**src/logic/mem_pkg.sv**
```systemverilog
// ----------------------------------------------------------------------
// Data memory shared types
// Load and store size codes, the funct3 view union and the
// request and response words of the memory channels
// ----------------------------------------------------------------------
`default_nettype none

package mem_pkg;

  // ----------------------------------------------------------------------
  // funct3 encodings
  // ----------------------------------------------------------------------

  // Load kinds as RISC-V encodes them
  typedef enum logic [2:0] {
    LB  = 3'd0,
    LH  = 3'd1,
    LW  = 3'd2,
    LBU = 3'd4,
    LHU = 3'd5
  } funct3_load_e;

  // Store kinds
  typedef enum logic [2:0] {
    SB = 3'd0,
    SH = 3'd1,
    SW = 3'd2
  } funct3_store_e;

  // Same three bits, read as load or store kind
  typedef union packed {
    funct3_load_e  ld;
    funct3_store_e st;
  } funct3_u;

  // ----------------------------------------------------------------------
  // Channel words
  // ----------------------------------------------------------------------

  // Request from the core, 68 bits
  typedef struct packed {
    logic        is_store;
    funct3_u     funct3;
    logic [31:0] addr;
    logic [31:0] wdata;
  } mem_req_t;

  // Response to the core, 33 bits
  // rdata is zero on a store acknowledge
  typedef struct packed {
    logic        is_store;
    logic [31:0] rdata;
  } mem_rsp_t;

  // Access sequencer states
  typedef enum logic [1:0] {
    IDLE = 2'd0,
    WAIT = 2'd1,
    RESP = 2'd2
  } access_state_e;

endpackage : mem_pkg

`default_nettype wire

```
**src/logic/load_extend.sv**
```systemverilog
// ----------------------------------------------------------------------
// Response register
// Cuts loads to size with sign or zero fill and holds the
// response word under back-pressure
// ----------------------------------------------------------------------
`default_nettype none

module load_extend
  import mem_pkg::*;
(
  input  wire logic        clk,
  input  wire logic        rst_i,
  input  wire logic        capture_i,
  input  wire mem_req_t    acc_i,
  input  wire logic [31:0] rd_bytes_i,
  output mem_rsp_t         rsp_o
);

  logic [7:0]  byte0;
  logic [15:0] half0;
  logic [31:0] load_data;
  mem_rsp_t    rsp_d;

  assign byte0 = rd_bytes_i[7:0];
  assign half0 = rd_bytes_i[15:0];

  // ----------------------------------------------------------------------
  // Load sizing
  // ----------------------------------------------------------------------

  always_comb begin
    case (acc_i.funct3.ld)
      LB:      load_data = {{24{byte0[7]}}, byte0};
      LBU:     load_data = {24'h0, byte0};
      LH:      load_data = {{16{half0[15]}}, half0};
      LHU:     load_data = {16'h0, half0};
      // LW and unknown codes
      default: load_data = rd_bytes_i;
    endcase
  end

  // Stores answer with empty data
  assign rsp_d.is_store = acc_i.is_store;
  assign rsp_d.rdata    = acc_i.is_store ? 32'h0 : load_data;

  always_ff @(posedge clk) begin
    if (rst_i) begin
      rsp_o <= '0;
    end else if (capture_i) begin
      rsp_o <= rsp_d;
    end
  end

  // Only a capture may move the held response
  a_rsp_stable : assert property (@(posedge clk) disable iff (rst_i)
    !capture_i |=> $stable(rsp_o))
    else $error("response word changed without a capture");

endmodule : load_extend

`default_nettype wire

```
**config.mk**
```make
export PLATFORM = sky130hd
export DESIGN_NAME = load_extend
export DESIGN_NICKNAME = d
export VERILOG_FILES = /design/src/logic/mem_pkg.sv /design/src/logic/load_extend.sv
export SDC_FILE = /design/constraint.sdc
export NUM_CORES = 1
export LEC_CHECK = 0
export ABC_AREA = 1
export ABC_CLOCK_PERIOD_IN_PS = 1000
export BUFFER_PORTS_ARGS = -buffer_cell sky130_fd_sc_hd__buf_4
export CELL_PAD_IN_SITES_DETAIL_PLACEMENT = 1
export CELL_PAD_IN_SITES_GLOBAL_PLACEMENT = 2
export CORE_MARGIN = 1.5
export CORE_UTILIZATION = 17
export DETAILED_ROUTE_END_ITERATION = 10
export GPL_TIMING_DRIVEN = 1
export PLACE_DENSITY = 0.78
export RECOVER_POWER = 50
export SYNTH_ARGS = -nofsm -noshare
export SYNTH_HDL_FRONTEND = slang
export SYNTH_SLANG_ARGS = --single-unit
```
**constraint.sdc**
```tcl
create_clock -name clk -period 1 [get_ports clk]
set_input_delay 0.05 -clock clk [delete_from_list [all_inputs] [get_ports clk]]
set_output_delay 0.05 -clock clk [all_outputs]
set_load 0.005 [all_outputs]
```
==> flow_summary.toml <==
[status]
status = "completed"

[placed_design]
place.gp.congestion = 0.630
placement.io_buffers = 71
place_hpwl_mm = 3.27

[sta]
slew_headroom_pct = 68.1
fin_tns_setup_ns = 0
hold_viol = 0
finalClockSkew_ns = 0
report.final.slew_viol_count = 0
timing.fmax_ghz = 1.23
period_share_pct = 81.1
worst_pin_slew_ns = 0.475
rsz0062_at_grt = "false"
final-setup-viol-count = 0
min_period_ns = 0.811

[finish]
layout_commonest_cell = "nand2_1"
multi_input_area_sq_um = 681
largest_reg_flops = 33
n_fill_cell = 1075
drive_gt1_share_pct = 33.8
layout.cells.most_common_list = "72 x nand2_1, 60 x buf_4, 33 x nor2_1, 33 x dfxtp_1, 27 x a21oi_1"
syn2layout_area_growth_pct = 47.1
largestRegisters = "rsp_o x33"
fin_util_pct = 25.6
regArea_sq_um = 661
num_antenna_cells = 0
fin_nets = 378
top_register = "rsp_o"

[synth]
ys_types = 21
synthCells = 204
synth_fp_nets = 307
syn_avg_cell_area_sq_um = 7.32
synth-seq-area-share_pct = 44.3
ys_ff_latch = 33
ys_warn_count = 0
syn_area_sq_um = 1490

[clock_network]
cts_resized = 0
postCtsHoldBufs = 0
cts_setup_buffers = 0
cts_tree = "done"
h-tree-depth = 2
numCtsBuffers = 5
cts_sinks = 33
cts-root-buf = "clkbuf_8"
clk_path_buf_depth = 2
clock_latency_ns = 0.27
worst_setup_hold_path_clk_slew_ns = 0.07

[worst_setup_path]
crit_family = "flip-flops"
critPathMaxStageDelay_ns = 0.36
slowest_stage = "dfxtp_1"
r2r_cells = 2
path_max_fanout = 2
r2r-start = "rsp_o[15]"
crit_path_start_kind = "register"
criticalPathCategory = "register to primary output"
arrival_ns = 0.76
crit_chain = "buf_4"
crit_path_start = "rsp_o[15]"
crit_buf_inv = 1
end_kind = "primary output"
crit_cells = 1
rr_endpoint = "rsp_o[15]"
r2r_setup_slack_ns = 0.39
worstSetupEndpoint = "rsp_o[15]"
cp_data_required_time_ns = 0.95

[floorplanning]
fp.coreArea_sq_um = 8590
io-pin-count = 136
num_rows = 34
die_h_um = 96.7
start_util_pct = 17.4
die-area_sq_um = 9350
die_x_um = 96.7

[grt]
grt_pass1_wl_mm = 7.74
met3_usage_pct = 3.40
grt_pass1_vias = 1562
grt_max_degree = 34
grt_overflow_total = 0
grt_usage_pct = 10.1
grt.busiest_layer = "met2"
grtUsageMet1_pct = 12.6
grt_use_met2_pct = 16.8
antenna_found_initial = 0

[routing]
ant_nets = 0
first_pass_iters = 4
wire_per_inst_um = 12.1
vias = 1521
vias_per_cell = 3.97
drt_wl_total_mm = 4.62
drt_iter0_drc = 23
drc = 0

[pwr]
leakage_uw = 0.000966
ir_drop_mv = 0.444
pwr_density_cell_nw_per_um2 = 1320

[min_path]
hold_path.class = "primary input to register"

[run]
maxCapViolCount = 0
## layout make-up
cell class | count | area share [%]
clock buffers | 7 | 3.93
inverters | 6 | 1.08
multi-input cells | 152 | 31.0
flip-flops and latches | 33 | 30.1
well taps | 108 | 6.15
repair buffers | 77 | 27.7
## layer usage
layer | vias to the layer above | share of wire (%) | wire, um
li1 | 779 | - | -
met1 | 696 | 44 | 2040
met2 | 44 | 49 | 2270
met3 | 2 | 6.0 | 278
met4 | 0 | 0.50 | 23
met5 | - | 0 | 0
## per-stage QoR
step	std cells	power, uW	area [sq um]	worst slack (ns)	hold WS, ns
2_1_floorplan	204	1670	1490	0.188	0.193
4_1_cts	383	2990	2230	0.162	0.0117
3_5_place_dp	376	1940	2140	-0.104	0.312
3_3_place_gp	376	1930	2140	-0.0722	0.305
6_report	383	2900	2200	0.189	0.0213
5_1_grt	383	3080	2200	0.139	0.0216
## report_power, final
group	leakage, uW	internal [uW]	switching [uW]
clock	0.0000443	547	474
combinational	0.000652	250	234
sequential	0.000269	1370	27.8
## logic make-up (layout without fill, tap and decap cells)
family          count (synthesis)  in the layout  synth area share, %
flops                          33             33                 44.3
buf+inv                        19             90                 8.38
compound gates                 40             40                 15.9
simple gates                  112            112                 31.4
## worst min-delay path by stage
stage                       start       end  cells after the start
floorplan           rd_bytes_i[5]  rsp_o[5]                      2
global placement    rd_bytes_i[6]  rsp_o[6]                      3
detailed placement  rd_bytes_i[5]  rsp_o[5]                      3
CTS                 rd_bytes_i[6]  rsp_o[6]                      3
global route        rd_bytes_i[0]  rsp_o[0]                      3
finish              rd_bytes_i[6]  rsp_o[6]                      3
## Yosys cell counts, drive strengths merged
master,number,area share [%]
nand2,74,20
nor2,35,9.8
dfxtp,33,44
a21oi,32,13
buf,9,5.4
o21ai,8,2.7
inv,4,1.0
clkbuf,3,0.75
clkinv,2,0.59
nand3,2,1.5
clkdlybuf4s18,1,0.67
nor3,1,0.33
Power figures use the tool's default switching activity.
