[config.mk]
export PLATFORM = sky130hd
export DESIGN_NAME = access_fsm
export DESIGN_NICKNAME = d
export VERILOG_FILES = /design/src/logic/mem_pkg.sv /design/src/logic/access_fsm.sv
export SDC_FILE = /design/constraint.sdc
export NUM_CORES = 1
export LEC_CHECK = 0
export ABC_AREA = 1
export BUFFER_PORTS_ARGS = -buffer_cell sky130_fd_sc_hd__buf_2
export CORE_UTILIZATION = 40
export CTS_BUF_LIST = sky130_fd_sc_hd__clkbuf_16
export DETAILED_ROUTE_END_ITERATION = 12
export PLACE_DENSITY = 0.77
export SLEW_MARGIN = 20
export SYNTH_ARGS = -nofsm -noshare
export SYNTH_HDL_FRONTEND = slang
export SYNTH_SLANG_ARGS = --single-unit
export TNS_END_PERCENT = 1
[constraint.sdc]
create_clock -name clk -period 5.29 [get_ports clk]
set_input_delay 1.058 -clock clk [delete_from_list [all_inputs] [get_ports clk]]
set_output_delay 1.058 -clock clk [all_outputs]
set_load 0.05 [all_outputs]
[src/logic/mem_pkg.sv]
// ----------------------------------------------------------------------
// Data memory shared types
// Load and store size codes, the funct3 view union and the
// request and response words of the memory channels
// ----------------------------------------------------------------------
`default_nettype none

package mem_pkg;

  // ----------------------------------------------------------------------
  // funct3 encodings
  // ----------------------------------------------------------------------

  // Load kinds as RISC-V encodes them
  typedef enum logic [2:0] {
    LB  = 3'd0,
    LH  = 3'd1,
    LW  = 3'd2,
    LBU = 3'd4,
    LHU = 3'd5
  } funct3_load_e;

  // Store kinds
  typedef enum logic [2:0] {
    SB = 3'd0,
    SH = 3'd1,
    SW = 3'd2
  } funct3_store_e;

  // Same three bits, read as load or store kind
  typedef union packed {
    funct3_load_e  ld;
    funct3_store_e st;
  } funct3_u;

  // ----------------------------------------------------------------------
  // Channel words
  // ----------------------------------------------------------------------

  // Request from the core, 68 bits
  typedef struct packed {
    logic        is_store;
    funct3_u     funct3;
    logic [31:0] addr;
    logic [31:0] wdata;
  } mem_req_t;

  // Response to the core, 33 bits
  // rdata is zero on a store acknowledge
  typedef struct packed {
    logic        is_store;
    logic [31:0] rdata;
  } mem_rsp_t;

  // Access sequencer states
  typedef enum logic [1:0] {
    IDLE = 2'd0,
    WAIT = 2'd1,
    RESP = 2'd2
  } access_state_e;

endpackage : mem_pkg

`default_nettype wire

[src/logic/access_fsm.sv]
// ----------------------------------------------------------------------
// Access sequencer
// Accepts one request, waits out the array, fires the access and
// holds the response until the requester takes it
// ----------------------------------------------------------------------
`default_nettype none

module access_fsm
  import mem_pkg::*;
(
  input  wire logic     clk,
  input  wire logic     rst_i,
  // Request channel
  input  wire logic     req_valid_i,
  input  wire mem_req_t req_i,
  output logic          req_ready_o,
  // Response channel handshake
  input  wire logic     rsp_ready_i,
  output logic          rsp_valid_o,
  // Timer
  input  wire logic     done_i,
  output logic          start_o,
  // Array and response register
  output logic          wr_en_o,
  output logic          capture_o,
  output mem_req_t      acc_o
);

  access_state_e state_q;
  access_state_e state_d;
  mem_req_t      acc_q;

  logic accept;
  logic rsp_taken;
  logic last_wait;

  // ----------------------------------------------------------------------
  // Handshakes
  // ----------------------------------------------------------------------

  assign req_ready_o = (state_q == IDLE);
  assign rsp_valid_o = (state_q == RESP);

  assign accept    = req_valid_i && req_ready_o;
  assign rsp_taken = rsp_valid_o && rsp_ready_i;
  assign last_wait = (state_q == WAIT) && done_i;

  // ----------------------------------------------------------------------
  // State machine
  // ----------------------------------------------------------------------

  always_comb begin
    state_d = state_q;
    case (state_q)
      IDLE:    if (accept)    state_d = WAIT;
      WAIT:    if (done_i)    state_d = RESP;
      RESP:    if (rsp_taken) state_d = IDLE;
      default: state_d = IDLE;
    endcase
  end

  // Timer kick goes out with the accepting edge
  assign start_o = accept;

  always_ff @(posedge clk) begin
    if (rst_i) begin
      state_q <= IDLE;
    end else begin
      state_q <= state_d;
    end
  end

  // Accepted request, held for the whole access
  always_ff @(posedge clk) begin
    if (accept) begin
      acc_q <= req_i;
    end
  end

  assign acc_o = acc_q;

  // Write and capture share the last wait edge
  // Capture sees the bytes before the store lands
  assign wr_en_o   = last_wait && acc_q.is_store;
  assign capture_o = last_wait;

  // ----------------------------------------------------------------------
  // Checks
  // ----------------------------------------------------------------------

  // Timer may only finish inside an access
  a_done_in_wait : assert property (@(posedge clk) disable iff (rst_i)
    done_i |-> (state_q == WAIT))
    else $error("wait timer finished outside an access");

  // Response must wait for the requester
  a_rsp_held : assert property (@(posedge clk) disable iff (rst_i)
    (rsp_valid_o && !rsp_ready_i) |=> rsp_valid_o)
    else $error("response dropped before it was taken");

endmodule : access_fsm

`default_nettype wire

==> impl_metrics.py <==
metrics = {
    "job": {
        "maxCapViolations": 0,
    },
    "cts": {
        "cts_num_sinks": 70,
        "clock_path_buffers": 2,
        "cts-buffers-inserted": 9,
        "cts-root-buf": "clkbuf_16",
        "clk_latency_ns": 0.31,
        "cts_resized": 0,
        "cts_hold_buf": 0,
        "clk_pin_slew_ns": 0.05,
        "cts_tree": "done",
        "htree_levels": 3,
        "cts_setup_buffers": 0,
    },
    "global_route": {
        "grt_antenna_before_repair": 0,
        "grt_max_degree": 69,
        "grt_pass1_vias": 1167,
        "grt.overflow.total": 0,
        "grt_pass1_wl_um": 6050,
        "grt.total_usage_pct": 15.7,
    },
    "worst_setup_path": {
        "slowest_stage": "buf_2",
        "crit_type": "input port to primary output",
        "reg2regPathDepth": 4,
        "crit_top_cell": "buf_2",
        "regToRegStartpoint": "state_q[0]",
        "path_cells": "buf_2, nand3_2, nor2_1, buf_2",
        "crit_family": "buffers and inverters",
        "rrSetupSlack_ns": 3.59,
        "path_buf_inv": 2,
        "cp_max_fo": 3,
        "r2r-end": "acc_o[3]",
        "cp_slowest_stage_delay_ns": 0.27,
        "end_kind": "primary output",
        "cp.arrival_ns": 1.65,
        "cp-start-kind": "input port",
        "required_ns": 4.23,
    },
    "floorplanning": {
        "initial_core_util_pct": 41.8,
        "core-area_um2": 5170,
        "die_w_um": 75.5,
        "die-area_um2": 5710,
        "std_cell_rows": 26,
        "ios": 146,
        "die_h_um": 75.5,
    },
    "cells_and_area": {
        "layout-drive-gt1-share_pct": 67.9,
        "postLayoutCoreUtil_pct": 63.3,
        "n_antenna_cell": 0,
        "num-fill-cells": 393,
        "final_nets": 314,
        "syn_to_final_growth_pct": 51.4,
    },
    "logic_synthesis": {
        "yosys_warnings": 0,
        "synth_flop_cell": "edfxtp_1",
        "synthTopCellsByCount": "edfxtp_1 (68), inv_1 (5)",
        "post-synth-top-count-cell": "edfxtp_1",
        "synthDistinctLibCells": 9,
        "synthCells": 84,
        "synth.avg_cell_area_um2": 25.8,
        "async_flop_share_pct": 0,
        "yosysSeqAreaShare_pct": 96.2,
        "synth.area.top_cells": "edfxtp_1 (94%), dfxtp_1 (1.9%), inv_1 (0.87%), a21oi_2 (0.81%), nand3b_1 (0.69%)",
        "synth_top_area_cell": "edfxtp_1",
        "yosys_register_bits": 70,
        "synth_enable_flop_cells": 68,
        "synth_nets": 157,
        "syn_area_um2": 2160,
        "synth_top_area_share_pct": 94.4,
    },
    "sta": {
        "setup_tns_ns": 0,
        "fin_crit_sh_pct": 51.1,
        "rsz0062_at_grt": "no",
        "hold_viol": 0,
        "worst_pin_slew_ns": 0.804,
        "fin_skew_ns": 0.00275,
        "relSlewSlack_pct": 46.4,
        "min_period_ns": 2.70,
        "setup_viol": 0,
        "slew_violations": 0,
        "fmax_ghz": 0.370,
    },
    "worst_hold_path": {
        "min-delay-start": "state_q[1]",
        "hold_depth": 2,
        "hold_path.class": "flip-flop to flip-flop",
        "hold_end": "state_q[1]",
    },
    "route": {
        "final_antenna_net_count": 0,
        "vias": 1346,
        "wl_um": 4630,
        "drt_pass1_iterations": 4,
        "drc_errors": 0,
        "drt_iter0_markers": 90,
        "avgViaCountPerCell": 4.26,
        "post_drt_wl_per_cell_um": 14.6,
    },
    "status": {
        "status": "finished, final reports clean",
    },
    "pwr": {
        "power_density_nw_per_um2": 441,
        "peakVddDrop_uv": 257,
        "total_power_w": 0.00145,
        "cellLeakagePower_nw": 1.43,
    },
    "placed_design": {
        "routabilityCongestion": 0.883,
        "portBuffers": 145,
        "dp_hpwl_um": 3440,
    },
}
layer usage:
layer  GRT usage, %  vias to the layer above  share of wire [%]
met4           10.9                        0                2.2
met5              0                        -                  0
met1           16.6                      609                 35
li1               -                      644                  -
met2           25.7                       82                 53
met3           6.35                       11                9.9
layout make-up:
type	count	area (um^2)	area share, %
sequential	70	2080	63.6
timing repair buffer	146	733	22.4
clock buffer	9	225	6.88
tap	70	87.6	2.67
clock inverter	7	66.3	2.02
multi-input combinational	9	62.6	1.91
inverter	5	18.8	0.573
tightest hold or removal path, stage by stage (launching register included):
cell and delay [ns]:
dfxtp_1 0.32, nand3b_1 0.10, a21oi_2 0.05
worst max-delay path by stage:
stage | start | end | slack, ns | cells after the start
final | done_i | wr_en_o | 2.59 | 4
after global routing | done_i | wr_en_o | 2.52 | 4
after CTS | done_i | wr_en_o | 2.58 | 4
after detailed placement | done_i | wr_en_o | 2.58 | 4
after global placement | done_i | wr_en_o | 2.64 | 4
after floorplan | req_valid_i | start_o | 1.48 | 2
registers in the layout, indices dropped and copies added, names as in the netlist:
| name | count |
|---|---|
| acc_o | 68 |
| state_q | 2 |
through the flow:
stage | worst slack (ns) | std cells | area [um^2] | hold WS [ns]
2_1_floorplan | 1.48 | 84 | 2160 | 0.484
3_3_place_gp | 2.64 | 300 | 2980 | 0.506
3_5_place_dp | 2.58 | 300 | 2980 | 0.508
4_1_cts | 2.58 | 316 | 3280 | 0.516
5_1_grt | 2.52 | 316 | 3280 | 0.541
6_report | 2.59 | 316 | 3280 | 0.512
power breakdown:
| part | total (W) | leakage [nW] | internal (W) | switching [W] |
|---|---|---|---|---|
| combinational | 0.000216 | 0.620 | 0.0000452 | 0.000171 |
| clock | 0.000564 | 0.139 | 0.000361 | 0.000204 |
| sequential | 0.000665 | 0.668 | 0.000656 | 0.00000924 |
cells in the final DEF, fill, tap and decap left out, drive strengths merged:
cell / Yosys / layout
a21oi: 2 / 2
nor2: 3 / 3
nand3b: 2 / 2
inv: 5 / 6
edfxtp: 68 / 68
clkinvlp: 0 / 3
clkinv: 0 / 2
dfxtp: 2 / 2
bufinv: 0 / 1
buf: 0 / 146
nand3: 1 / 1
clkbuf: 0 / 9
nand2: 1 / 1
cells by family after synthesis:
family,after synthesis,synth area share (%)
AO/OA/AOI/OAI,2,0.810
AND/OR/NAND/NOR,7,2.08
buffers and inverters,5,0.868
flip-flops,70,96.2
Power figures use the tool's default switching activity.
